===== config.mk =====
export PLATFORM = sky130hd
export DESIGN_NAME = split_word_bank
export DESIGN_NICKNAME = d
export VERILOG_FILES = /design/src/design/split_word_bank.sv
export VERILOG_INCLUDE_DIRS = /design/src /design/src/design
export SDC_FILE = /design/constraint.sdc
export NUM_CORES = 1
export LEC_CHECK = 0
export ABC_AREA = 1
export BUFFER_PORTS_ARGS = -buffer_cell sky130_fd_sc_hd__buf_4
export CORE_UTILIZATION = 49
export CTS_BUF_LIST = sky130_fd_sc_hd__clkbuf_16
export DETAILED_ROUTE_END_ITERATION = 6
export GPL_TIMING_DRIVEN = 0
export PLACE_DENSITY_LB_ADDON = 0.3
export SLEW_MARGIN = 20
export SYNTH_ARGS = -nofsm -noshare
export SYNTH_HDL_FRONTEND = slang
export SYNTH_SLANG_ARGS = --single-unit
export TNS_END_PERCENT = 10

===== constraint.sdc =====
create_clock -name clk -period 1.2 [get_ports clk]
set_clock_uncertainty 0.2 [all_clocks]
set_input_delay 0.12 -clock clk [delete_from_list [all_inputs] [get_ports clk]]
set_output_delay 0.12 -clock clk [all_outputs]
set_load 0.05 [all_outputs]

===== src/design/ik_consts.svh =====
// ==============================
// shared sizing macros for the IK step accelerator
// the bus split assumes IK_WORD_W is 36 (4 high bits, 32 low bits)
// the step core assumes at least two joints
// ==============================

`ifndef IK_CONSTS_SVH
`define IK_CONSTS_SVH

// joints in the serial chain
`define IK_JOINTS 6

// fixed-point word width and fraction bits, 65536 means 1.0
`define IK_WORD_W 36
`define IK_FRAC_W 16

// step gain is 2^-IK_GAIN_SHIFT
`define IK_GAIN_SHIFT 2

// word address width of the slave bus
`define IK_ADDR_W 6

`endif

===== src/design/split_word_bank.sv =====
// ==============================
// bank of signed words written over a 32-bit bus
// a low write clears bits 35:32, so write low then high
// entry_t must be exactly WORDS words wide
// ==============================

`timescale 1ns/1ps
`include "ik_consts.svh"

module split_word_bank #(
	parameter type entry_t = logic [2*`IK_WORD_W-1:0],
	parameter int WORDS = 2
) (
	input logic clk,
	input logic reset,
	input logic wr_en,
	input logic [$clog2(WORDS)-1:0] wr_index,
	input logic wr_high,
	input logic [31:0] wr_data,
	output entry_t contents
);

	localparam int HI_W = `IK_WORD_W - 32;

	// word k sits at bits [k*IK_WORD_W +: IK_WORD_W]
	logic signed [WORDS-1:0][`IK_WORD_W-1:0] words;

	always_ff @(posedge clk) begin
		if (reset) begin
			words <= '0;
		end else if (wr_en) begin
			if (wr_high) begin
				// only the top nibble changes
				words[wr_index][`IK_WORD_W-1:32] <= wr_data[HI_W-1:0];
			end else begin
				words[wr_index] <= {{HI_W{1'b0}}, wr_data};
			end
		end
	end

	// same bits, viewed as the payload type
	assign contents = entry_t'(words);

endmodule


# [Yosys cells after proc, flatten, opt, wreduce, memory -nomap -nowiden]
# Index checks and enable logic that the tools add are counted.
[totals] ff_bits=72 wordCells=12 output_inout_bits=72 input_bits=37
[op_classes] n_lt_le_gt_ge=2 n_reduce_logical=1 n_mux=7
[ops] cell="$bwmux 72" count=2
[ops] cell="$demux 36 s1" count=2
[ops] cell="$mux 36" count=2
[ops] cell="$mux 72" count=1
[ops] cell="$lt 1x2->1 const B" count=1
[ops] cell="$ge 1x1->1 const B" count=1
[ops] cell="$logic_and 1x1->1" count=1

# [Depth between registers and ports, before layout]
# Gate-level depths: netlist of the first run.
[depth] ltp_word=6 depth_mapped=7 mapped_depth_nobuf=5

# [Worst setup path after synthesis of the first run]
# No wires, ideal clock.
[synth_timing] path_kind="flip-flop to flip-flop" startpoint="register words (netlist bit contents[38])" endpoint="register words (netlist bit contents[38])" period_less_slack_ps=1120 path_buffers=0 setup_time_ps=64 stages_incl_launch_ff=5 arrival_time_ps=857 path_slack_ps=80 path_cell_list="dfxtp_1 > inv_1 > nand2_1 > nand2_1 > nor2_1"
[synth_via] elab_chain_len=2 elab_cells_between_ends=3
[synth_rtl] item="start: declaration" line="split_word_bank.sv:26" rtl="logic signed [WORDS-1:0][`IK_WORD_W-1:0] words;"
[synth_rtl] item="start signal: indexed assignment" line="split_word_bank.sv:34" rtl="words[wr_index][`IK_WORD_W-1:32] <= wr_data[HI_W-1:0];"
[synth_rtl] item="start signal: indexed assignment" line="split_word_bank.sv:36" rtl="words[wr_index] <= {{HI_W{1'b0}}, wr_data};"
[synth_rtl] item="$bwmux 72, on equally long branches" line="split_word_bank.sv:36, split_word_bank.sv:34"
[synth_rtl] item="$mux 72 *" line="split_word_bank.sv:32" rtl="if (wr_high) begin"
# Mark *: on every way between the ends. The rest lies on a longest branch, timed or not.
# A chain may end at the register's enable or synchronous reset.

# [Final worst setup path of the first run]
[layout_timing] startpoint="register words (netlist bit contents[9])" endpoint="output port contents[9] in the netlist's numbering"
[layout_lines] item="end: declaration" line="split_word_bank.sv:20" rtl="output entry_t contents"
# No word-level cell between the ends.

==> results of run 1 <==
-- area by class of cell --
class	count	area (µm²)
sequential	72	1460
tap	75	93.8
fill	382	1160
timing repair buffer	141	1350
buffer	29	195
clock buffer	9	225
multi-input combinational	284	1210
inverter	67	251
clock inverter	6	52.6
-- cells by family after synthesis --
logic type | count (synthesis) | synth area share
simple gates | 244 | 0.325
buf+inv | 96 | 0.144
flops | 72 | 0.466
compound gates | 40 | 0.0647
-- power groups by stage --
stage               Combinational [mW]  Sequential, mW  Clock [mW]
floorplan                        0.389            3.03           0
global placement                  1.16            2.62           0
detailed placement                1.18            2.63           0
CTS                               1.30            2.58        2.54
global route                      1.45            2.61        2.63
finish                            1.36            2.60        2.51
-- layer usage --
layer | part of all wire | wire (µm) | GRT usage | vias to the layer above
met4 | 0.018 | 166 | 0.161 | 0
li1 | - | - | - | 1677
met2 | 0.52 | 4720 | 0.477 | 141
met3 | 0.071 | 651 | 0.0744 | 16
met5 | 0 | 0 | 0 | -
met1 | 0.39 | 3610 | 0.307 | 1483
-- placed cells by master (no fill, tap or decap), drive strengths merged --
cell and n:
clkbuf 9, nand4 8, inv 68, clkinv 4
dlymetal6s4s 1, nand2 106, nor2 97, buf 134
nand3 33, bufinv 1, dfxtp 72, a21oi 40
dlygate4sd3 35
-- what timing repair did --
action	CTS	global route
gates cloned	0	0
gates resized for setup	13	52
pin swaps	0	0
endpoints found under the setup margin	13	48
endpoints found under the hold margin	72	2
-- Yosys cell counts, drive strengths merged --
| library cell | count |
|---|---|
| nand2 | 106 |
| nor2 | 97 |
| dfxtp | 72 |
| inv | 67 |
| a21oi | 40 |
| nand3 | 33 |
| buf | 29 |
| nand4 | 8 |
-- how the worst max path moves through the flow --
stage	from	endpoint	slack, ps	cells after the start
floorplan	contents[38]	contents[38]	80	4
global placement	wr_index	contents[0]	-30	6
detailed placement	wr_index	contents[10]	-40	6
CTS	contents[9]	contents[9]	0.3	1
global route	contents[48]	contents[48]	-10	1
finish	contents[9]	contents[9]	4	1
-- stage by stage --
stage                     instances  TNS, ps  utilization
after floorplan                 452        0            -
after global placement          632     -217        0.664
after detailed placement        632     -420        0.664
after CTS                       683        0        0.778
after global routing            683    -34.2        0.806
final                           683        0        0.806
==> impl_metrics.toml, run 1 <==
[status]
status = "finished, violations left"
violations = "negative hold slack"

[synthesis]
yosysSeqAreaShare = 0.466
syn_area_um2 = 3090
synth_area_leaders = "dfxtp_1 (47%), nand2_1 (13%), nor2_1 (12%)"
syn_avg_cell_area_um2 = 6.85
yosys_warnings = 0
ys_types = 13
yosysTopAreaCellShare = 0.466
syn_inst = 452
syn_nets = 489
synth_seq_cells = 72
yosysTopAreaCell = "dfxtp_1"

[worst_setup_path]
rr_endpoint = "contents[17]"
reg2reg_depth = 2
start_kind = "flip-flop"
critPathSlowestCell = "dfxtp_1"
path_buf_inv = 1
critical_path_required_ps = 880
r2r_start = "contents[17]"
criticalPathCategory = "reg2out"
critPathMaxFanout = 2
crit_chain = "buf_6"
r2r_setup_slack_ps = 280
cp-end-kind = "output port"
slowest_delay_ps = 370
arrival_ps = 880
crit_family = "flip-flops"

[place]
routabilityCongestion = 0.811
port_buffers = 105
dp_hpwl_um = 5540
placed_area_um2 = 3980
post-place-ws_ps = -41.6

[worst_hold_path]
hold_path_class = "in2reg"
min_to = "contents[24]"
whs_path_depth = 5
hold_start = "wr_high"

[sta]
grt_setup_unrepaired = "yes"
finalSetupViolCount = 0
max_slew_margin = 0.771
fin_crit_ps = 1200
worst_slack_ps = 4.32
fmax_mhz = 836
hold_viol_final = 4
post-route-period-util = 0.996
worst_slew_pin_slew_ps = 343
hold_slack_ps = -43.4
slew_violations = 0

[floorplan]
ios = 109
core_um2 = 5990
die_y_um = 81.5
die_width_um = 81.5
start_util = 0.516
num_rows = 28
dieArea_um2 = 6640

[clocking]
clockBufferDepth = 2
cts_tree = "yes"
htreeDepth = 3
cts-root-buf = "clkbuf_16"
clk_pin_slew_ps = 50
ctsHoldBuffers = 36
clk_latency_ps = 330
cts.sinks = 72
cts_setup_buffers = 0
cts_inserted_buffers = 9

[detailed_routing]
dr.pass1.iters = 4
drc = 0
drtIter0Drc = 130
vias = 3317
wl_per_cell_um = 13.4
ant_nets = 0
totalWireLength_um = 9140
drt-vias-per-instance = 4.86

[grt]
grt_remaining_overflow = 0
grt_pass1_vias = 3211
grt.total_usage = 0.278
antenna_found_initial = 0
grt_pass1_wl_um = 13900
grt_max_degree = 12

[power]
ir_worst_vdd_uv = 1130
p_seq_frac = 0.402
power_mw = 6.47
p_per_area_nw_per_um2 = 1340
pwr-share-clk = 0.388
p_int_mw = 4.60
pwr-share-comb = 0.210
leakage_nw = 2.52
swShare = 0.288
p_switching_mw = 1.87

[layout]
diodes = 0
area_growth_pct = 56.1
fin_area_um2 = 4830
largest_reg_flops = 72
drive_above_1_share = 0.266
layout.nets = 641

[flow_run]
drv_cap = 0
Note: power is estimated with default switching activity, not from simulation.
==> run 2, diff against run 1 <==
--- a/config.mk
+++ b/config.mk
@@ -12,7 +12,7 @@
 export CTS_BUF_LIST = sky130_fd_sc_hd__clkbuf_16
 export DETAILED_ROUTE_END_ITERATION = 6
 export GPL_TIMING_DRIVEN = 0
-export PLACE_DENSITY_LB_ADDON = 0.3
+export PLACE_DENSITY_LB_ADDON = 0.25
 export SLEW_MARGIN = 20
 export SYNTH_ARGS = -nofsm -noshare
 export SYNTH_HDL_FRONTEND = slang
==> impl_metrics.toml, run 2 (synthesis results as in run 1) <==
[status]
status = "finished, violations left"
violations = "negative hold slack"

[layout]
mostFrequentLayoutCells = "nand2_1 (106), nor2_1 (96), buf_4 (73)"
final_common_cell = "nand2_1"
largest_reg_flops = 72
layout.nets = 640
nFillCells = 402
utilization = 0.796
diodes = 0
area_growth_pct = 54.0
drive_above_1_share = 0.254

[place]
post-place-ws_ps = -43.9
port_buffers = 105
dp_hpwl_um = 5600
routabilityCongestion = 0.825

[sta]
tns_ps = 0
max_slew_margin = 0.810
finalSetupViolCount = 0
fmax_mhz = 838
worst_slack_ps = 7.38
fin_crit_ps = 1190
grt_setup_unrepaired = "yes"
worst_slew_pin_slew_ps = 285
post-route-period-util = 0.994
hold_slack_ps = -95.0
hold_viol_final = 9
slew_violations = 0

[clocking]
cts_inserted_buffers = 9
cts_tree = "yes"
clockBufferDepth = 2
htreeDepth = 3
cts.sinks = 72
cts_setup_buffers = 0
clk_latency_ps = 320
cts-root-buf = "clkbuf_16"
clk_pin_slew_ps = 50

[worst_setup_path]
critPathSlowestCell = "dfxtp_1"
critical_path_required_ps = 880
cp-end-kind = "output port"
crit_family = "flip-flops"
critPathMaxFanout = 2
crit_chain = "buf_6"
path_buf_inv = 1
arrival_ps = 870
criticalPathCategory = "reg2out"
slowest_delay_ps = 370
start_kind = "flip-flop"

[floorplan]
start_util = 0.516
num_rows = 28
core_um2 = 5990
die_width_um = 81.5
die_y_um = 81.5
dieArea_um2 = 6640
ios = 109

[detailed_routing]
drc = 0
dr.pass1.iters = 4
drtIter0Drc = 129
ant_nets = 0
drt-vias-per-instance = 4.87
vias = 3319
wl_per_cell_um = 12.8
totalWireLength_um = 8740

[power]
ir_worst_vdd_uv = 1160
p_per_area_nw_per_um2 = 1350
leakage_nw = 2.49

[flow_run]
drv_cap = 0

[grt]
grt_pass1_vias = 3080
grt_max_degree = 12
antenna_found_initial = 0
grt_remaining_overflow = 0
grt.total_usage = 0.272
grt_pass1_wl_um = 13600

[worst_hold_path]
hold_path_class = "in2reg"
run 2: report_power, final:
group	total [mW]	internal (mW)	switching (mW)
sequential	2.59	2.51	0.0801
combinational	1.33	0.505	0.828
clock	2.49	1.57	0.928
total	6.42	4.59	1.84
run 2: area by class of cell:
cell class | count | area, µm² | area share
Buffer | 29 | 195 | 0.0410
Multi-Input combinational cell | 284 | 1210 | 0.253
Timing Repair Buffer | 140 | 1300 | 0.272
Clock buffer | 9 | 225 | 0.0473
Tap cell | 75 | 93.8 | 0.0197
Sequential cell | 72 | 1450 | 0.303
Inverter | 67 | 251 | 0.0528
Clock inverter | 6 | 51.3 | 0.0108
run 2: what timing repair did:
item / 4_1_cts / 5_1_grt
resized for setup: 8 / 38
hold buffers: 36 / 2
endpoints found under the hold margin: 72 / 10
endpoints found under the setup margin: 8 / 47
run 2: path summary, 6_finish.rpt:
| path | start | to | slack [ps] | cells past startpoint |
|---|---|---|---|---|
| worst min-delay path | wr_high | contents[68] | -100 | 3 |
| worst max register to register | contents[64] | contents[64] | 300 | 4 |
| worst max-delay path | contents[40] | contents[40] | 7 | 1 |
| worst min register to register | contents[32] | contents[32] | 270 | 2 |
run 2: metrics by stage:
stage | power [mW] | instance area (µm²) | std cells
6_report | 6.42 | 4770 | 682
5_1_grt | 6.67 | 4770 | 682
4_1_cts | 6.40 | 4640 | 683
3_5_place_dp | 3.82 | 3980 | 632
3_3_place_gp | 3.79 | 3980 | 632
2_1_floorplan | 3.42 | 3090 | 452
run 2: layer usage:
layer | wire [µm] | vias to the layer above | track usage
met3 | 617 | 9 | 0.0556
li1 | - | 1668 | -
met1 | 3570 | 1516 | 0.321
met2 | 4450 | 126 | 0.479
met5 | 0 | - | 0
met4 | 107 | 0 | 0.113
