--- src/design/ik_consts.svh ---
// ==============================
// shared sizing macros for the IK step accelerator
// the bus split assumes IK_WORD_W is 36 (4 high bits, 32 low bits)
// the step core assumes at least two joints
// ==============================

`ifndef IK_CONSTS_SVH
`define IK_CONSTS_SVH

// joints in the serial chain
`define IK_JOINTS 6

// fixed-point word width and fraction bits, 65536 means 1.0
`define IK_WORD_W 36
`define IK_FRAC_W 16

// step gain is 2^-IK_GAIN_SHIFT
`define IK_GAIN_SHIFT 2

// word address width of the slave bus
`define IK_ADDR_W 6

`endif
--- src/design/ik_regmap_pkg.sv ---
// ==============================
// register map of the slave bus
// even address holds bits 35:32, odd address bits 31:0
// 8 to 15 are reserved and read zero
// ==============================

`include "ik_consts.svh"

package ik_regmap_pkg;

	// bus word address
	typedef logic [`IK_ADDR_W-1:0] reg_addr_t;

	// field within one DH row, also the row index
	typedef enum logic [1:0] {
		THETA,
		L_OFFSET,
		L_DISTANCE,
		ALPHA
	} dh_field_e;

	// address 0 and 1 both read the status word
	localparam reg_addr_t REG_STATUS = 0;
	localparam reg_addr_t REG_START = 1;

	// x, y, z as three split words
	localparam reg_addr_t REG_TARGET_BASE = 2;

	// joint j starts at REG_DH_BASE + 8*j
	localparam reg_addr_t REG_DH_BASE = 16;

endpackage

--- src/design/ik_fixed_pkg.sv ---
// ==============================
// fixed-point data types of the IK core
// arrays are indexed from the LSB end, element 0 is lowest
// ==============================

`include "ik_consts.svh"

package ik_fixed_pkg;

	// two's complement, IK_FRAC_W fraction bits
	typedef logic signed [`IK_WORD_W-1:0] fx_t;

	localparam fx_t FX_ONE = fx_t'(1) <<< `IK_FRAC_W;

	// one DH row, indexed by dh_field_e
	// order theta, offset, distance, alpha from index 0 up
	typedef fx_t [3:0] dh_row_t;

	// whole chain, row 0 is the base joint
	typedef dh_row_t [`IK_JOINTS-1:0] dh_table_t;

	// target position, index 0 is x
	typedef fx_t [2:0] vec3_t;

	localparam int VEC_X = 0;
	localparam int VEC_Y = 1;
	localparam int VEC_Z = 2;

endpackage

--- src/design/ik_avalon_regs.sv ---
// ==============================
// Avalon-style slave of the IK accelerator
// no wait states, readdata is valid one clock after a read
// a start while busy is dropped
// ==============================

`timescale 1ns/1ps

module ik_avalon_regs (
	input logic clk,
	input logic reset,
	input logic chipselect,
	input logic write,
	input ik_regmap_pkg::reg_addr_t address,
	input logic [31:0] writedata,
	output logic [31:0] readdata,
	output logic tgt_wr_en,
	output logic dh_wr_en,
	output logic wr_high,
	output logic [4:0] wr_index,
	output logic [31:0] wr_data,
	output logic start_pulse,
	input ik_fixed_pkg::vec3_t target,
	input ik_fixed_pkg::dh_table_t dh_out,
	input logic busy,
	input logic done
);

	import ik_fixed_pkg::*;
	import ik_regmap_pkg::*;

	localparam int TGT_WORDS = $bits(vec3_t) / $bits(fx_t);
	localparam int HI_W = $bits(fx_t) - 32;

	logic wr_acc;
	logic rd_acc;
	logic in_target;
	logic in_dh;
	logic [4:0] word_addr;
	logic [4:0] word_idx;
	fx_t rd_word;

	assign wr_acc = chipselect && write;
	assign rd_acc = chipselect && !write;

	// 8 to 15 fall in neither range
	assign in_target = (address >= REG_TARGET_BASE) &&
		(address < REG_TARGET_BASE + 2 * TGT_WORDS);
	assign in_dh = (address >= REG_DH_BASE);

	// two bus addresses per 36-bit word
	assign word_addr = address[5:1];
	assign word_idx = in_dh ? word_addr - 5'(REG_DH_BASE >> 1) :
		word_addr - 5'(REG_TARGET_BASE >> 1);

	// bank write strobes, taken on the same edge as the bus write
	assign tgt_wr_en = wr_acc && in_target;
	assign dh_wr_en = wr_acc && in_dh;
	assign wr_high = !address[0];
	assign wr_index = word_idx;
	assign wr_data = writedata;

	always_ff @(posedge clk) begin
		if (reset) begin
			start_pulse <= 1'b0;
		end else begin
			start_pulse <= wr_acc && (address == REG_START) && writedata[0] && !busy;
		end
	end

	// DH word index is 4*joint + field
	always_comb begin
		rd_word = '0;
		if (in_target) begin
			rd_word = target[word_idx[1:0]];
		end else if (in_dh) begin
			rd_word = dh_out[word_idx[4:2]][word_idx[1:0]];
		end
	end

	always_ff @(posedge clk) begin
		if (reset) begin
			readdata <= '0;
		end else if (rd_acc) begin
			if (address == REG_STATUS || address == REG_START) begin
				readdata <= {30'b0, busy, done};
			end else if (wr_high) begin
				readdata <= {{(32 - HI_W){1'b0}}, rd_word[$bits(fx_t)-1:32]};
			end else begin
				readdata <= rd_word[31:0];
			end
		end
	end

endmodule

--- config.mk ---
export PLATFORM = sky130hd
export DESIGN_NAME = ik_avalon_regs
export DESIGN_NICKNAME = d
export VERILOG_FILES = /design/src/design/ik_regmap_pkg.sv /design/src/design/ik_fixed_pkg.sv /design/src/design/ik_avalon_regs.sv
export VERILOG_INCLUDE_DIRS = /design/src /design/src/design
export SDC_FILE = /design/constraint.sdc
export NUM_CORES = 1
export LEC_CHECK = 0
export BUFFER_PORTS_ARGS = -buffer_cell sky130_fd_sc_hd__buf_2
export CAP_MARGIN = 20
export CORE_AREA = 2 2 428 430
export DETAILED_ROUTE_END_ITERATION = 6
export DIE_AREA = 0 0 430 432
export SYNTH_ARGS = -nofsm -noshare
export SYNTH_HDL_FRONTEND = slang
export SYNTH_SLANG_ARGS = --single-unit
--- constraint.sdc ---
create_clock -name clk -period 3.81 [get_ports clk]
set_input_delay 0.5715 -clock clk [delete_from_list [all_inputs] [get_ports clk]]
set_output_delay 0.5715 -clock clk [all_outputs]
set_load 0.02 [all_outputs]
Word level (Yosys, flattened, before mapping). Cells that the tools add are included.

Bits in registers: 33. Input port bits: 1016. Output and inout port bits: 73. Logic and storage cells: 34.

Add/subtract/negate cells: 2. Magnitude comparators: 5. Equality and inequality tests: 1. Mux-type cells: 11. Reduce and logical (&&, ||, !) cells: 13.

Operators with widths (number): $bmux W144 S3 (1); $bmux W36 S2 (2); $mux W144 (1); $mux W36 (4); $mux W32 (2); $logic_and A1 B1 Y1 (8); $eq A6 B1 Y1 const B (1); $ge A6 B2 Y1 const B (1); $ge A6 B5 Y1 const B (1); $logic_not A6 Y1 (1); $lt A6 B4 Y1 const B (1); $mux W5 (1); $sub A5 B1 Y5 const B (1); $sub A5 B4 Y5 const B (1); $lt A3 B4 Y1 const B (1); $logic_not A1 Y1 (3); $lt A2 B3 Y1 const B (1); $logic_or A1 B1 Y1 (1).

Logic depth before layout (Yosys ltp).
Depth in word-level cells: 10. Gate-level depth with buffers: 16. Gate-level depth less buffers: 10.

Worst setup path after synthesis. OpenSTA, ideal clock, no wires.

Path kind: input-to-reg. From: input address[1]. To: register readdata[0]. Setup time: 134 ps. Arrival time: 3284 ps. Path slack: 393 ps. Cell stages on the path: 12. Path through: buf_2 clkbuf_1 inv_1 ha_1 and2_1 nor2_1 nand2_1 inv_2 mux4_2 a21o_1 a2111oi_0 nor4_1.

Longest elaborated chain between the ends: 10. Elaborated cells between the ends (all ways): 20. Classes of those cells: add/sub (2); order compare (3); eq/ne (1); mux (11); reduce/logical (3).

Ends and longest elaborated chain: from (decl) (line ik_avalon_regs.sv:14) `input ik_regmap_pkg::reg_addr_t address,`; $sub A5 B1 Y5, or another cell as far along (line ik_avalon_regs.sv:54) `word_addr - 5'(REG_TARGET_BASE >> 1);`; $mux W5 (line ik_avalon_regs.sv:53) `assign word_idx = in_dh ? word_addr - 5'(REG_DH_BASE >> 1) :`; $bmux W144 S3 (line ik_avalon_regs.sv:77) `rd_word = dh_out[word_idx[4:2]][word_idx[1:0]];`; $mux W144 (not written as such) (line ik_avalon_regs.sv:77); $bmux W36 S2 (line ik_avalon_regs.sv:77); $mux W36 (not written as such) (line ik_avalon_regs.sv:77); $mux W36 (line ik_avalon_regs.sv:76) `end else if (in_dh) begin`; $mux W36 (line ik_avalon_regs.sv:74) `if (in_target) begin`; $mux W32 (line ik_avalon_regs.sv:87) `end else if (wr_high) begin`; $mux W32 (*) (line ik_avalon_regs.sv:85) `if (address == REG_STATUS || address == REG_START) begin`; to (signal assigned) (line ik_avalon_regs.sv:86) `readdata <= {30'b0, busy, done};`; to (signal assigned) (line ik_avalon_regs.sv:88) `readdata <= {{(32 - HI_W){1'b0}}, rd_word[$bits(fx_t)-1:32]};`; to (signal assigned) (line ik_avalon_regs.sv:90) `readdata <= rd_word[31:0];`; to (decl) (line ik_avalon_regs.sv:16) `output logic [31:0] readdata,`.

Mark *: on every way between the ends. The rest lies on a longest branch, timed or not. The select of a mux whose other input is x is not followed. A chain may end at the register's enable or synchronous reset.

Worst setup path after layout.
From: input address[5]. To: register readdata[4].

Same word-level chain as after synthesis.

==> impl_results.md <==
- Worst path arrival time: about 3.9 ns
- Data required, critical path: approximately 4.0 ns
- Critical Path, Cell by Cell: buf_2 -> inv_1 -> ha_2 -> buf_4 -> buf_4 -> inv_1 -> a21oi_1 -> a32oi_4 -> buf_12 -> buf_4 -> a311oi_1 -> buf_4 -> o32ai_1
- Pin count of the biggest net entering global routing: 60
- Final setup vio count: 0
- Combinational share of power: 75.6%
- Count of different cell masters after synthesis: 73
- DIE HEIGHT: 432 um
- Max H-tree Level: 2
- Rows: 157
- Via total after detailed routing: 19330
- Slew @ Worst Pin: 1.02 ns
- Worst path bufs/invs: 8
- F_max: 275 MHz
- Routing usage on met3: 5.08%
- Mapped cell area: 10700 um^2
- RSZ-0062 raised after global routing: no
- Pleak: 9.23 nW
- Global route hottest layer: met2
- Initial antenna violation count: ~130
- Syn. warnings: 0
- Number of routed nets with antenna violations: 0
- Pins Over Slew Limit: 0
- Final period util: 95.6%
- Final core occ: 11.0%
- Commonest non-fill, non-tap cell in the layout: buf_2
- Die ar.: 186000 um^2
- Placed Cells: 5107
- Worst path max stage delay: approximately 0.80 ns
- Mapped Cells: 1680
- Crit path top cell by count: buf_4
- Int Pwr: 1.72 mW
- CP max-delay cell: a311oi_1
- Router iterations before antenna repair: 6
- CTS root buffer: clkbuf_16
- Final hold viol count: 0
- GR Util met1: 18.8%
- Hold Slack: 0.415 ns
- Clk buf depth: 2
- Post-synth EDFFs: 0
- Later-pin clock latency in the skew report: 0.35 ns
- Ys async rst share: 0%
- RD Place Congestion: about 0.93
- Status: completed
- Crit Path Class: in2reg
- Avg Cell Area, Syn: 6.36 um^2
- Max cap viols: 0
- Port Buffers: 1026
- Clock-pin transition on the worst setup and hold timing paths: 0.11 ns
- Reg power frac: 9.7%
- Fin nets: ~3700
- GRT Util Overall: 15.6%
- Count of non-filler cells in the finished layout: 5157
- First-pass GRT wire length: ~190 mm
- Capturing element type of the critical path: register
- Cts bufs inserted: 5
- Final WL: 153 mm
- Total core area: 182000 um^2
- Post-route cell area: 20100 um^2
- I/O Pins: 1089
- Drc violations: 0
- Crit path time final: 3.64 ns
- Worst Skew: 0 ns
- Die X: 430 um
- Slew margin rel.: 31.3%
- Synth top area cells: mux2i_1, nand2_1, dfxtp_1
- Peak supply drop: 0.172 mV
- Clock tree from TritonCTS: yes
- Pwr Density: 191 nW/um^2
- Clock share of power: 14.8%
- Sequential share of the synthesized area: 6.19%
- Layout cell share with drive strength beyond 1: 47.6%
- Area leader, netlist: mux2i_1
- Hold WC Path Type: in2reg
- Global route overflow: 0
- CP max FO: 19
- First-iteration detailed-routing DRC count: 2245
- Sw Share: between 50% and 60%
- Post-synthesis register bit count: 33
- Drt wl/cell: just under 30 um
- Commonest non-fill, non-tap cells in the layout: buf_2, nand2_1, mux2i_1
- Prevailing post-synth register cell: dfxtp_1
- Vias per cell: 3.75
- # clock sinks: 33
- Syn Nets: between 2000 and 3000
- Starting density of the core: under 10%
- CP top delay family: compound AO/OA/AOI/OAI gates
- Post-DP HPWL: 137 mm
- Sw Pwr: about 2.1 mW
- Fillcell total: 21335
- Layout area overhead: 87.8%
- Post-synth top area share: 20.3%
- Vias in the first global route: 18678
- Startpoint Class: input pin
- Area after DPL: approximately 20000 um^2
- Hold_buf cts: 0
- Met2 usage: 26.5%
==> worst register-to-register path: cells and delay by family (launching register included) <==
kind / cells / cell delay (ns)
AOI/OAI and AO/OA: 4 / 0.67
buffers and inverters: 1 / 0.16
DFF: 1 / 0.34
==> cell families (layout without fill, tap and decap cells) <==
| group | Yosys count | in the layout | synth area share, % |
|---|---|---|---|
| buf+inv | 220 | 1270 | 9.84 |
| fa+ha+maj | 3 | 3 | 0.352 |
| compound gates | 407 | 407 | 27.7 |
| xor+xnor | 5 | 5 | 0.480 |
| simple gates | 770 | 770 | 31.8 |
| mux | 242 | 242 | 23.6 |
| other cells | 0 | 42 | 0 |
| flops | 33 | 33 | 6.19 |
==> cell usage after synthesis (10+ instances only) <==
cell type  number
a2111o_1       10
a211oi_1       18
a21oi_1        52
a221oi_1       15
a22oi_1        27
a311oi_1       17
a31oi_1        44
a32o_1         10
a32oi_1        26
and3_1         30
buf_1          21
buf_2          57
buf_4          41
clkbuf_1       73
dfxtp_1        33
inv_1          24
mux2_2         19
mux2i_1       217
nand2_1       453
nand3_1       128
nand4_1        43
nor2_1         65
o21ai_0        72
o221ai_1       37
o22ai_1        13
o32ai_1        14
==> final timing paths <==
check                                         startpoint                        to  slack, ns  depth (start not counted)
worst min-delay path                                busy    start_pulse$_SDFF_PP0_       0.42                          2
worst min register to register  readdata[3]$_SDFFE_PP0P_  readdata[3]$_SDFFE_PP0P_       0.53                          1
worst max-delay path                          address[5]  readdata[4]$_SDFFE_PP0P_       0.17                         13
worst max register to register  readdata[2]$_SDFFE_PP0P_  readdata[2]$_SDFFE_PP0P_       2.52                          5
==> routing by layer <==
metal | up-vias | part of all wire, %
li1 | 8381 | -
met1 | 9341 | 39
met2 | 1257 | 47
met3 | 281 | 10
met4 | 70 | 3.2
met5 | - | 0.28
==> power by group through the flow <==
stage | clock (mW) | combinational (mW) | sequential, mW
floorplan | 0 | 1.13 | 0.392
global placement | 0 | 2.92 | 0.380
detailed placement | 0 | 2.92 | 0.379
CTS | 0.636 | 2.93 | 0.372
global route | 0.611 | 3.07 | 0.373
finish | 0.565 | 2.89 | 0.371
==> layout make-up <==
class	count	area, um^2	share of cell area, %
clock buffer	5	125	0.624
timing repair buffer	1234	6980	34.8
inverter	28	120	0.599
clock inverter	3	22.5	0.112
tap	2385	2980	14.9
antenna	42	105	0.524
multi-input combinational	1427	9060	45.2
sequential	33	661	3.29
==> sequential cells by signal, summed over array words and instances (netlist names) <==
| register | count |
|---|---|
| readdata | 32 |
| start_pulse | 1 |
==> what timing repair did <==
action	4_1_cts	5_1_grt
gates resized for setup	0	1
endpoints found under the setup margin	0	2
setup buffers	0	0
==> stage by stage <==
stage / power, mW / worst slack, ns / TNS (ns)
CTS: 3.94 / 0.0114 / 0
global route: 4.05 / 0.0712 / 0
global placement: 3.30 / -0.349 / -2.00
finish: 3.83 / 0.167 / 0
floorplan: 1.53 / 0.393 / 0
detailed placement: 3.30 / -0.377 / -2.16
Power figures use the tool's default switching activity.
