File: config.mk
export PLATFORM = sky130hd
export DESIGN_NAME = ik_step_core
export DESIGN_NICKNAME = d
export VERILOG_FILES = /design/src/design/ik_regmap_pkg.sv /design/src/design/ik_fixed_pkg.sv /design/src/design/ik_step_core.sv
export VERILOG_INCLUDE_DIRS = /design/src /design/src/design
export SDC_FILE = /design/constraint.sdc
export NUM_CORES = 2
export LEC_CHECK = 0
export BUFFER_PORTS_ARGS = -buffer_cell sky130_fd_sc_hd__buf_2
export CAP_MARGIN = 15
export CORE_AREA = 3 3 713 715
export CTS_BUF_LIST = sky130_fd_sc_hd__clkbuf_4 sky130_fd_sc_hd__clkbuf_8
export CTS_CLUSTER_SIZE = 12
export DETAILED_ROUTE_END_ITERATION = 7
export DIE_AREA = 0 0 716 718
export PLACE_DENSITY = 0.3
export SYNTH_ARGS = -nofsm -noshare
export SYNTH_HDL_FRONTEND = slang
export SYNTH_SLANG_ARGS = --single-unit
File: constraint.sdc
create_clock -name clk -period 10.53 [get_ports clk]
set_input_delay 0 -clock clk [delete_from_list [all_inputs] [get_ports clk]]
set_output_delay 0 -clock clk [all_outputs]
set_load 0.01 [all_outputs]
File: src/design/ik_consts.svh
// ==============================
// shared sizing macros for the IK step accelerator
// the bus split assumes IK_WORD_W is 36 (4 high bits, 32 low bits)
// the step core assumes at least two joints
// ==============================

`ifndef IK_CONSTS_SVH
`define IK_CONSTS_SVH

// joints in the serial chain
`define IK_JOINTS 6

// fixed-point word width and fraction bits, 65536 means 1.0
`define IK_WORD_W 36
`define IK_FRAC_W 16

// step gain is 2^-IK_GAIN_SHIFT
`define IK_GAIN_SHIFT 2

// word address width of the slave bus
`define IK_ADDR_W 6

`endif
File: src/design/ik_regmap_pkg.sv
// ==============================
// register map of the slave bus
// even address holds bits 35:32, odd address bits 31:0
// 8 to 15 are reserved and read zero
// ==============================

`include "ik_consts.svh"

package ik_regmap_pkg;

	// bus word address
	typedef logic [`IK_ADDR_W-1:0] reg_addr_t;

	// field within one DH row, also the row index
	typedef enum logic [1:0] {
		THETA,
		L_OFFSET,
		L_DISTANCE,
		ALPHA
	} dh_field_e;

	// address 0 and 1 both read the status word
	localparam reg_addr_t REG_STATUS = 0;
	localparam reg_addr_t REG_START = 1;

	// x, y, z as three split words
	localparam reg_addr_t REG_TARGET_BASE = 2;

	// joint j starts at REG_DH_BASE + 8*j
	localparam reg_addr_t REG_DH_BASE = 16;

endpackage

File: src/design/ik_fixed_pkg.sv
// ==============================
// fixed-point data types of the IK core
// arrays are indexed from the LSB end, element 0 is lowest
// ==============================

`include "ik_consts.svh"

package ik_fixed_pkg;

	// two's complement, IK_FRAC_W fraction bits
	typedef logic signed [`IK_WORD_W-1:0] fx_t;

	localparam fx_t FX_ONE = fx_t'(1) <<< `IK_FRAC_W;

	// one DH row, indexed by dh_field_e
	// order theta, offset, distance, alpha from index 0 up
	typedef fx_t [3:0] dh_row_t;

	// whole chain, row 0 is the base joint
	typedef dh_row_t [`IK_JOINTS-1:0] dh_table_t;

	// target position, index 0 is x
	typedef fx_t [2:0] vec3_t;

	localparam int VEC_X = 0;
	localparam int VEC_Y = 1;
	localparam int VEC_Z = 2;

endpackage

File: src/design/ik_step_core.sv
// ==============================
// one Jacobian-transpose step for a prismatic chain along z
// done rises IK_JOINTS + 1 edges after start_pulse is taken
// dh_in must stay stable while busy
// ==============================

`timescale 1ns/1ps
`include "ik_consts.svh"

module ik_step_core (
	input logic clk,
	input logic reset,
	input logic start_pulse,
	input ik_fixed_pkg::vec3_t target,
	input ik_fixed_pkg::dh_table_t dh_in,
	output ik_fixed_pkg::dh_table_t dh_out,
	output logic busy,
	output logic done
);

	import ik_fixed_pkg::*;
	import ik_regmap_pkg::*;

	localparam int JW = $clog2(`IK_JOINTS + 1);
	localparam logic [JW-1:0] LAST_JOINT = JW'(`IK_JOINTS - 1);

	typedef enum logic [1:0] {
		S_IDLE,
		S_ACC,
		S_ERR,
		S_UPD
	} state_e;

	state_e state;
	logic [JW-1:0] joint;
	logic start_ok;
	fx_t sum_off;
	fx_t sum_dist;
	fx_t err_z;
	fx_t err_x;
	fx_t step_z;
	fx_t step_x;

	assign busy = (state != S_IDLE);
	assign start_ok = (state == S_IDLE) && start_pulse;

	// end effector z is the offset sum, x the distance sum
	assign err_z = target[VEC_Z] - sum_off;
	assign err_x = target[VEC_X] - sum_dist;

	always_ff @(posedge clk) begin
		if (reset) begin
			state <= S_IDLE;
			joint <= '0;
			done <= 1'b0;
		end else begin
			case (state)
				S_IDLE: begin
					if (start_pulse) begin
						// row 0 is summed on this edge
						state <= S_ACC;
						joint <= JW'(1);
						done <= 1'b0;
					end
				end
				S_ACC: begin
					if (joint == LAST_JOINT) begin
						state <= S_ERR;
					end
					joint <= joint + 1'b1;
				end
				S_ERR: begin
					state <= S_UPD;
				end
				S_UPD: begin
					state <= S_IDLE;
					done <= 1'b1;
				end
				default: begin
					state <= S_IDLE;
				end
			endcase
		end
	end

	// accumulators and scaled errors, all wrapping at 36 bits
	always_ff @(posedge clk) begin
		if (start_ok) begin
			sum_off <= dh_in[0][L_OFFSET];
			sum_dist <= dh_in[0][L_DISTANCE];
		end else if (state == S_ACC) begin
			sum_off <= sum_off + dh_in[joint][L_OFFSET];
			sum_dist <= sum_dist + dh_in[joint][L_DISTANCE];
		end
		if (state == S_ERR) begin
			step_z <= err_z >>> `IK_GAIN_SHIFT;
			step_x <= err_x >>> `IK_GAIN_SHIFT;
		end
	end

	// every joint moves by the same step, angles pass through
	always_ff @(posedge clk) begin
		if (reset) begin
			dh_out <= '0;
		end else if (state == S_UPD) begin
			for (int j = 0; j < `IK_JOINTS; j++) begin
				dh_out[j][THETA] <= dh_in[j][THETA];
				dh_out[j][L_OFFSET] <= dh_in[j][L_OFFSET] + step_z;
				dh_out[j][L_DISTANCE] <= dh_in[j][L_DISTANCE] + step_x;
				dh_out[j][ALPHA] <= dh_in[j][ALPHA];
			end
		end
	end

endmodule

# After elaboration in Yosys (flattened, before gate mapping)
# Index checks and enable logic that the tools add are counted.
# word_totals
mem_count	0
latchBits	0
ramBits	0
mem_bits_ro	0
register_bits	1010
word_cells	77
input_bits	975
out_inout_bits	866
# op_classes
magnitude_cmp	1
eq_ne	6
n_shift	0
bitwise_logic	0
n_div	0
multipliers	0
addsub	17
n_reduce_logical	9
n_mux	13
# op_table
cell	n
36-bit by 34-bit adder with 36-bit output	12
144-bit binary-select mux with 3-bit select	1
36-bit two-way mux	4
108-bit two-way mux	1
36-bit adder	2
36-bit subtractor	2
2-bit one-hot mux with 4 select lines	1
2-bit nonzero test	4
3-bit one-hot mux with 2 select lines	1
2-bit AND reduction	3
2-bit equality test, second input constant	2
3-bit by 4-bit less-than comparator with 1-bit output, second input constant	1
2-bit two-way mux	2
2-bit != test, second input constant	2
3-bit by 1-bit adder with 3-bit output, second input constant	1
3-bit equality test, second input constant	1
3-bit two-way mux	1
2-bit by 1-bit equality test with 1-bit output, second input constant	1
2-bit logical NOT	1
1-bit one-hot mux with 2 select lines	1
1-bit logical AND	1
1-bit two-way mux	1

# Logic depth before layout (Yosys ltp)
# depth
depth_word	5
depth_mapped	19
ltp_nobuf	17

# Worst setup path after synthesis
# OpenSTA, ideal clock, no wires.
# synth_timing
path_type	reg2reg
startpoint	register joint[0]
endpoint	register sum_off[29], data pin
slack_ns	5.779
period_less_slack_ns	4.751
stages_incl_launch_ff	18
required_ns	10.260
path_buffers	2
setup_ns	0.270
t_arrival_ns	4.480
path_cell_list	dfxtp_1 -> clkbuf_1 -> buf_1 -> mux4_2 -> a21oi_1 -> inv_1 -> ha_1 -> a211o_1 -> a2111oi_2 -> o211a_1 -> o31ai_1 -> a21o_1 -> a31oi_1 -> o21ai_1 -> and3_1 -> a31oi_1 -> xor2_1 -> a21oi_1
# synth_between
elab_chain_len	5
# synth_rtl
element	line	rtl
start, declared	ik_step_core.sv:35	logic [JW-1:0] joint;
start signal, assigned	ik_step_core.sv:70	joint <= joint + 1'b1;
144-bit binary-select mux with 3-bit select	ik_step_core.sv:92	sum_off <= sum_off + dh_in[joint][L_OFFSET];
108-bit two-way mux	-	
36-bit adder	ik_step_core.sv:92	
36-bit two-way mux	ik_step_core.sv:91	end else if (state == S_ACC) begin
36-bit two-way mux	ik_step_core.sv:88	if (start_ok) begin
end signal, assigned	ik_step_core.sv:89	sum_off <= dh_in[0][L_OFFSET];
end signal, assigned	ik_step_core.sv:92	
end, declared	ik_step_core.sv:37	fx_t sum_off;
# No other way between the ends. The select of a mux whose other input is x is not followed.
# A chain may end at the register's enable or synchronous reset.

# Final worst setup path
# layout_timing
startpoint	register joint[0]
endpoint	register sum_off[34], data pin
# The elaborated chain is that of the path after synthesis.

==> summary.md <==
| Metric | Value |
|---|---|
| Core Area | 502000 µm² |
| Hold slack | 145 ps |
| Fin Setup TNS | 0 ps |
| Clk Latency, worst-skew pair | 1080 ps |
| Synthesis Warnings | 0 |
| Die ar. | 514000 µm² |
| CTS max path bufs | 4 |
| Largest area contributor in the netlist | dfxtp_1 |
| Most frequent cell after synthesis | nor2_1 |
| Met1 WL | 193000 µm |
| Congestion Overflow GR | 0 |
| Clock-pin slew on the worst setup and hold paths | 60 ps |
| Total of max-cap violations | 0 |
| Number of global-route vias before repair | 75500 |
| NetSw | 10.8 mW |
| Area grow syn2layout | 65.7% |
| Num CTS Buffers | 230 |
| WS Path Type | reg2reg |
| LEAKAGE | 46.7 nW |
| Final Skew | 101 ps |
| Maximum clock rate | 0.140 GHz |
| Initial drt markers | 4399 |
| Fraction of layout cells with a size suffix above 1 | 0.212 |
| Number of fill cells | 56100 |
| # resized after CTS | 0 |
| First-pass GRT wire length | 660000 µm |
| Final setup fails | 0 |
| Ordered list of cells on the worst path | buf_12 > mux2i_1 > dlygate4sd3_1 > o21ai_0 > dlygate4sd3_1 > ha_1 > a2111o_1 > o21ai_1 > o41ai_2 > a21oi_1 > o21ai_0 > and4_1 > a2111oi_2 > a21oi_1 > xnor2_1 > o21ai_0 > dlygate4sd3_1 |
| Critical Path RT | 11290 ps |
| Status | finished clean |
| Fraction of synthesis flops using an asynchronous set or reset pin | 0 |
| Die width | 716 µm |
| Unrepaired setup endpoints after global routing | false |
| Worst path bufs/invs | 4 |
| Slowest cell on the critical path | dfxtp_4 |
| Final Cycle Share | 0.677 |
| Max-slew violations | 0 |
| Sequential power share | 0.217 |
| DP Wirelength | 411000 µm |
| Ports | 1841 |
| H-tree Lvls | 4 |
| Via-per-instance ratio | 4.03 |
| Final Critical Period | 7130 ps |
| Postcts setup bufs | 0 |
| Register-to-Register Setup Slack | 3400 ps |
| Clock group share of total power | 0.210 |
| Metal2 WL | 252000 µm |
| P_int | 13.9 mW |
| #FFs+latches synth | 1010 |
| VDD IR max | 0.139 mV |
| Commonest cells in the netlist | nor2_1 (970), dfxtp_1 (870), mux2i_1 (648) |
| Sequential fraction of the synthesis area | 0.330 |
| Post-synth top flop | dfxtp_1 |
| Clk root buf | clkbuf_8 |
| CP max FO | 48 |
| Syn Inst Count | 7489 |
| DR WL/cell | 27.2 µm |
| Hold Fails Final Rpt | 0 |
| Highest routed layer | met5 |
| Clock tree from TritonCTS | yes |
| Startpoint types | register |
| Sink Count | 1010 |
| Largest net degree at the start of global routing | 142 |
| Post-synth EDFFs | 140 |
| Cell variety after synth | 100 |
| Remaining DRCs | 0 |
| Die Y | 718 µm |
| Worst path arrival time | 7900 ps |
| Final WL | 498000 µm |
| CP max stage delay | 720 ps |
| Initial antenna violation count | 218 |
| Routed wl met3 | 25100 µm |
| Drt pass-1 iters | 6 |
| Synth top area share | 0.266 |
| Syn nets | 9042 |
| Nets | 12900 |
| Syn Area/Cell | 8.75 µm² |
| Worst Setup End Kind | register |
| Port Buffer Count | 1804 |
| DR vias | 73700 |
| Total GRT Usage | 0.186 |
| Remaining antenna violation count | 0 |
| Comb pwr share | 0.573 |
| Final Wtd Congestion | 0.905 |
| Synthesized area | 65500 µm² |
| Top area cells in the synthesized netlist | dfxtp_1 (27%), ha_1 (11%), mux2i_1 (9.9%) |
| Pwr dens | 228 nW/µm² |
| Hold-fix buffers, CTS | 2091 |
| Worst slew pin tran | 1190 ps |
| Delay-heaviest family, CP | compound AO/OA/AOI/OAI gates |
| Starting Density | 0.130 |
| Net Sw Frac | 0.436 |
| Relative slew slack | 0.203 |
| Row cnt | 260 |
| Type of the tightest min-delay check | in2reg |
-- layout make-up --
class	count	area [µm²]	share of cell area
multi-input combinational	5917	41800	0.385
timing repair buffer	3970	30600	0.282
sequential	1010	21600	0.199
tap	6681	8360	0.0770
clock buffer	353	4390	0.0404
inverter	221	840	0.00774
clock inverter	58	657	0.00605
antenna	89	223	0.00205
-- sequential cells by signal, indices dropped and copies added, names as in the netlist --
name,count
state,2
step_x,34
sum_dist,36
dh_out,864
done,1
step_z,34
sum_off,36
joint,3
-- power groups by stage --
stage	Clock, mW	Sequential, mW	Combinational [mW]
3_5_place_dp	0	5.44	11.8
3_3_place_gp	0	5.44	12.0
5_1_grt	5.59	5.41	15.4
4_1_cts	5.49	5.36	14.2
6_report	5.19	5.36	14.1
2_1_floorplan	0	5.25	7.41
-- logic make-up after synthesis --
family | Yosys count | synth area share
xor gates and xnor gates | 496 | 0.0663
buffers and inverters | 562 | 0.0323
AOI/OAI and AO/OA | 1988 | 0.192
muxes | 720 | 0.124
DFF | 1010 | 0.330
adders and majority gates | 578 | 0.112
and+or+nand+nor | 2135 | 0.143
-- layout by cell type (no fill, tap or decap), drive strengths merged, types with 17 or more instances in the layout --
cell | synthesis | final
inv | 220 | 228
or3 | 24 | 24
dlygate4sd3 | 0 | 2090
a211oi | 77 | 77
a21o | 335 | 335
a31oi | 53 | 53
a21oi | 585 | 585
ha | 564 | 564
and3 | 58 | 58
edfxtp | 140 | 140
o211ai | 27 | 27
o21bai | 68 | 68
o21a | 54 | 54
nand2 | 563 | 563
mux2i | 648 | 648
nor2b | 75 | 75
nand4 | 64 | 64
a221oi | 21 | 21
nand3 | 110 | 110
clkbuf | 274 | 353
a21boi | 17 | 17
diode | 0 | 89
a211o | 18 | 18
mux4 | 72 | 72
or2 | 25 | 25
xnor2 | 286 | 286
o31ai | 25 | 25
nor2 | 970 | 970
xor2 | 210 | 210
o21ai | 527 | 527
nor3 | 91 | 91
and2 | 34 | 34
clkinv | 1 | 37
dfxtp | 870 | 870
nand2b | 63 | 63
buf | 67 | 1880
-- worst register-to-register path, cell delays in order (launching register included) --
cell and delay [ps]:
dfxtp_4 720, buf_12 380, mux2i_1 520, dlygate4sd3_1 630
o21ai_0 70, dlygate4sd3_1 580, ha_1 360, a2111o_1 380
o21ai_1 350, o41ai_2 210, a21oi_1 580, o21ai_0 350
and4_1 300, a2111oi_2 470, a21oi_1 150, xnor2_1 140
o21ai_0 80, dlygate4sd3_1 570
-- stage by stage --
step | worst slack, ps | power [mW] | instance area (µm²) | utilization | instances
2_1_floorplan | 5780 | 12.7 | 65500 | - | 7489
3_3_place_gp | 4500 | 17.4 | 82300 | 0.164 | 15700
3_5_place_dp | 4490 | 17.3 | 82300 | 0.164 | 15700
4_1_cts | 3220 | 25.1 | 108000 | 0.216 | 18200
5_1_grt | 3010 | 26.4 | 108000 | 0.216 | 18300
6_report | 3400 | 24.7 | 109000 | 0.216 | 18300
-- path summary, 6_finish.rpt --
| check | from | endpoint | cells past startpoint |
|---|---|---|---|
| max reg2reg | joint[0] | sum_off[34] | 17 |
| min reg2reg | dh_out[820] | dh_out[820] | 2 |
| min | dh_in[324] | dh_out[324] | 5 |
| max | joint[0] | sum_off[34] | 17 |
-- routing by layer --
layer / global-route usage / up-vias
met1: 0.205 / 35500
met3: 0.0349 / 862
li1: - / 34900
met2: 0.341 / 2316
met5: 0 / -
met4: 0.0859 / 98
(Power assumes the default switching activity.)
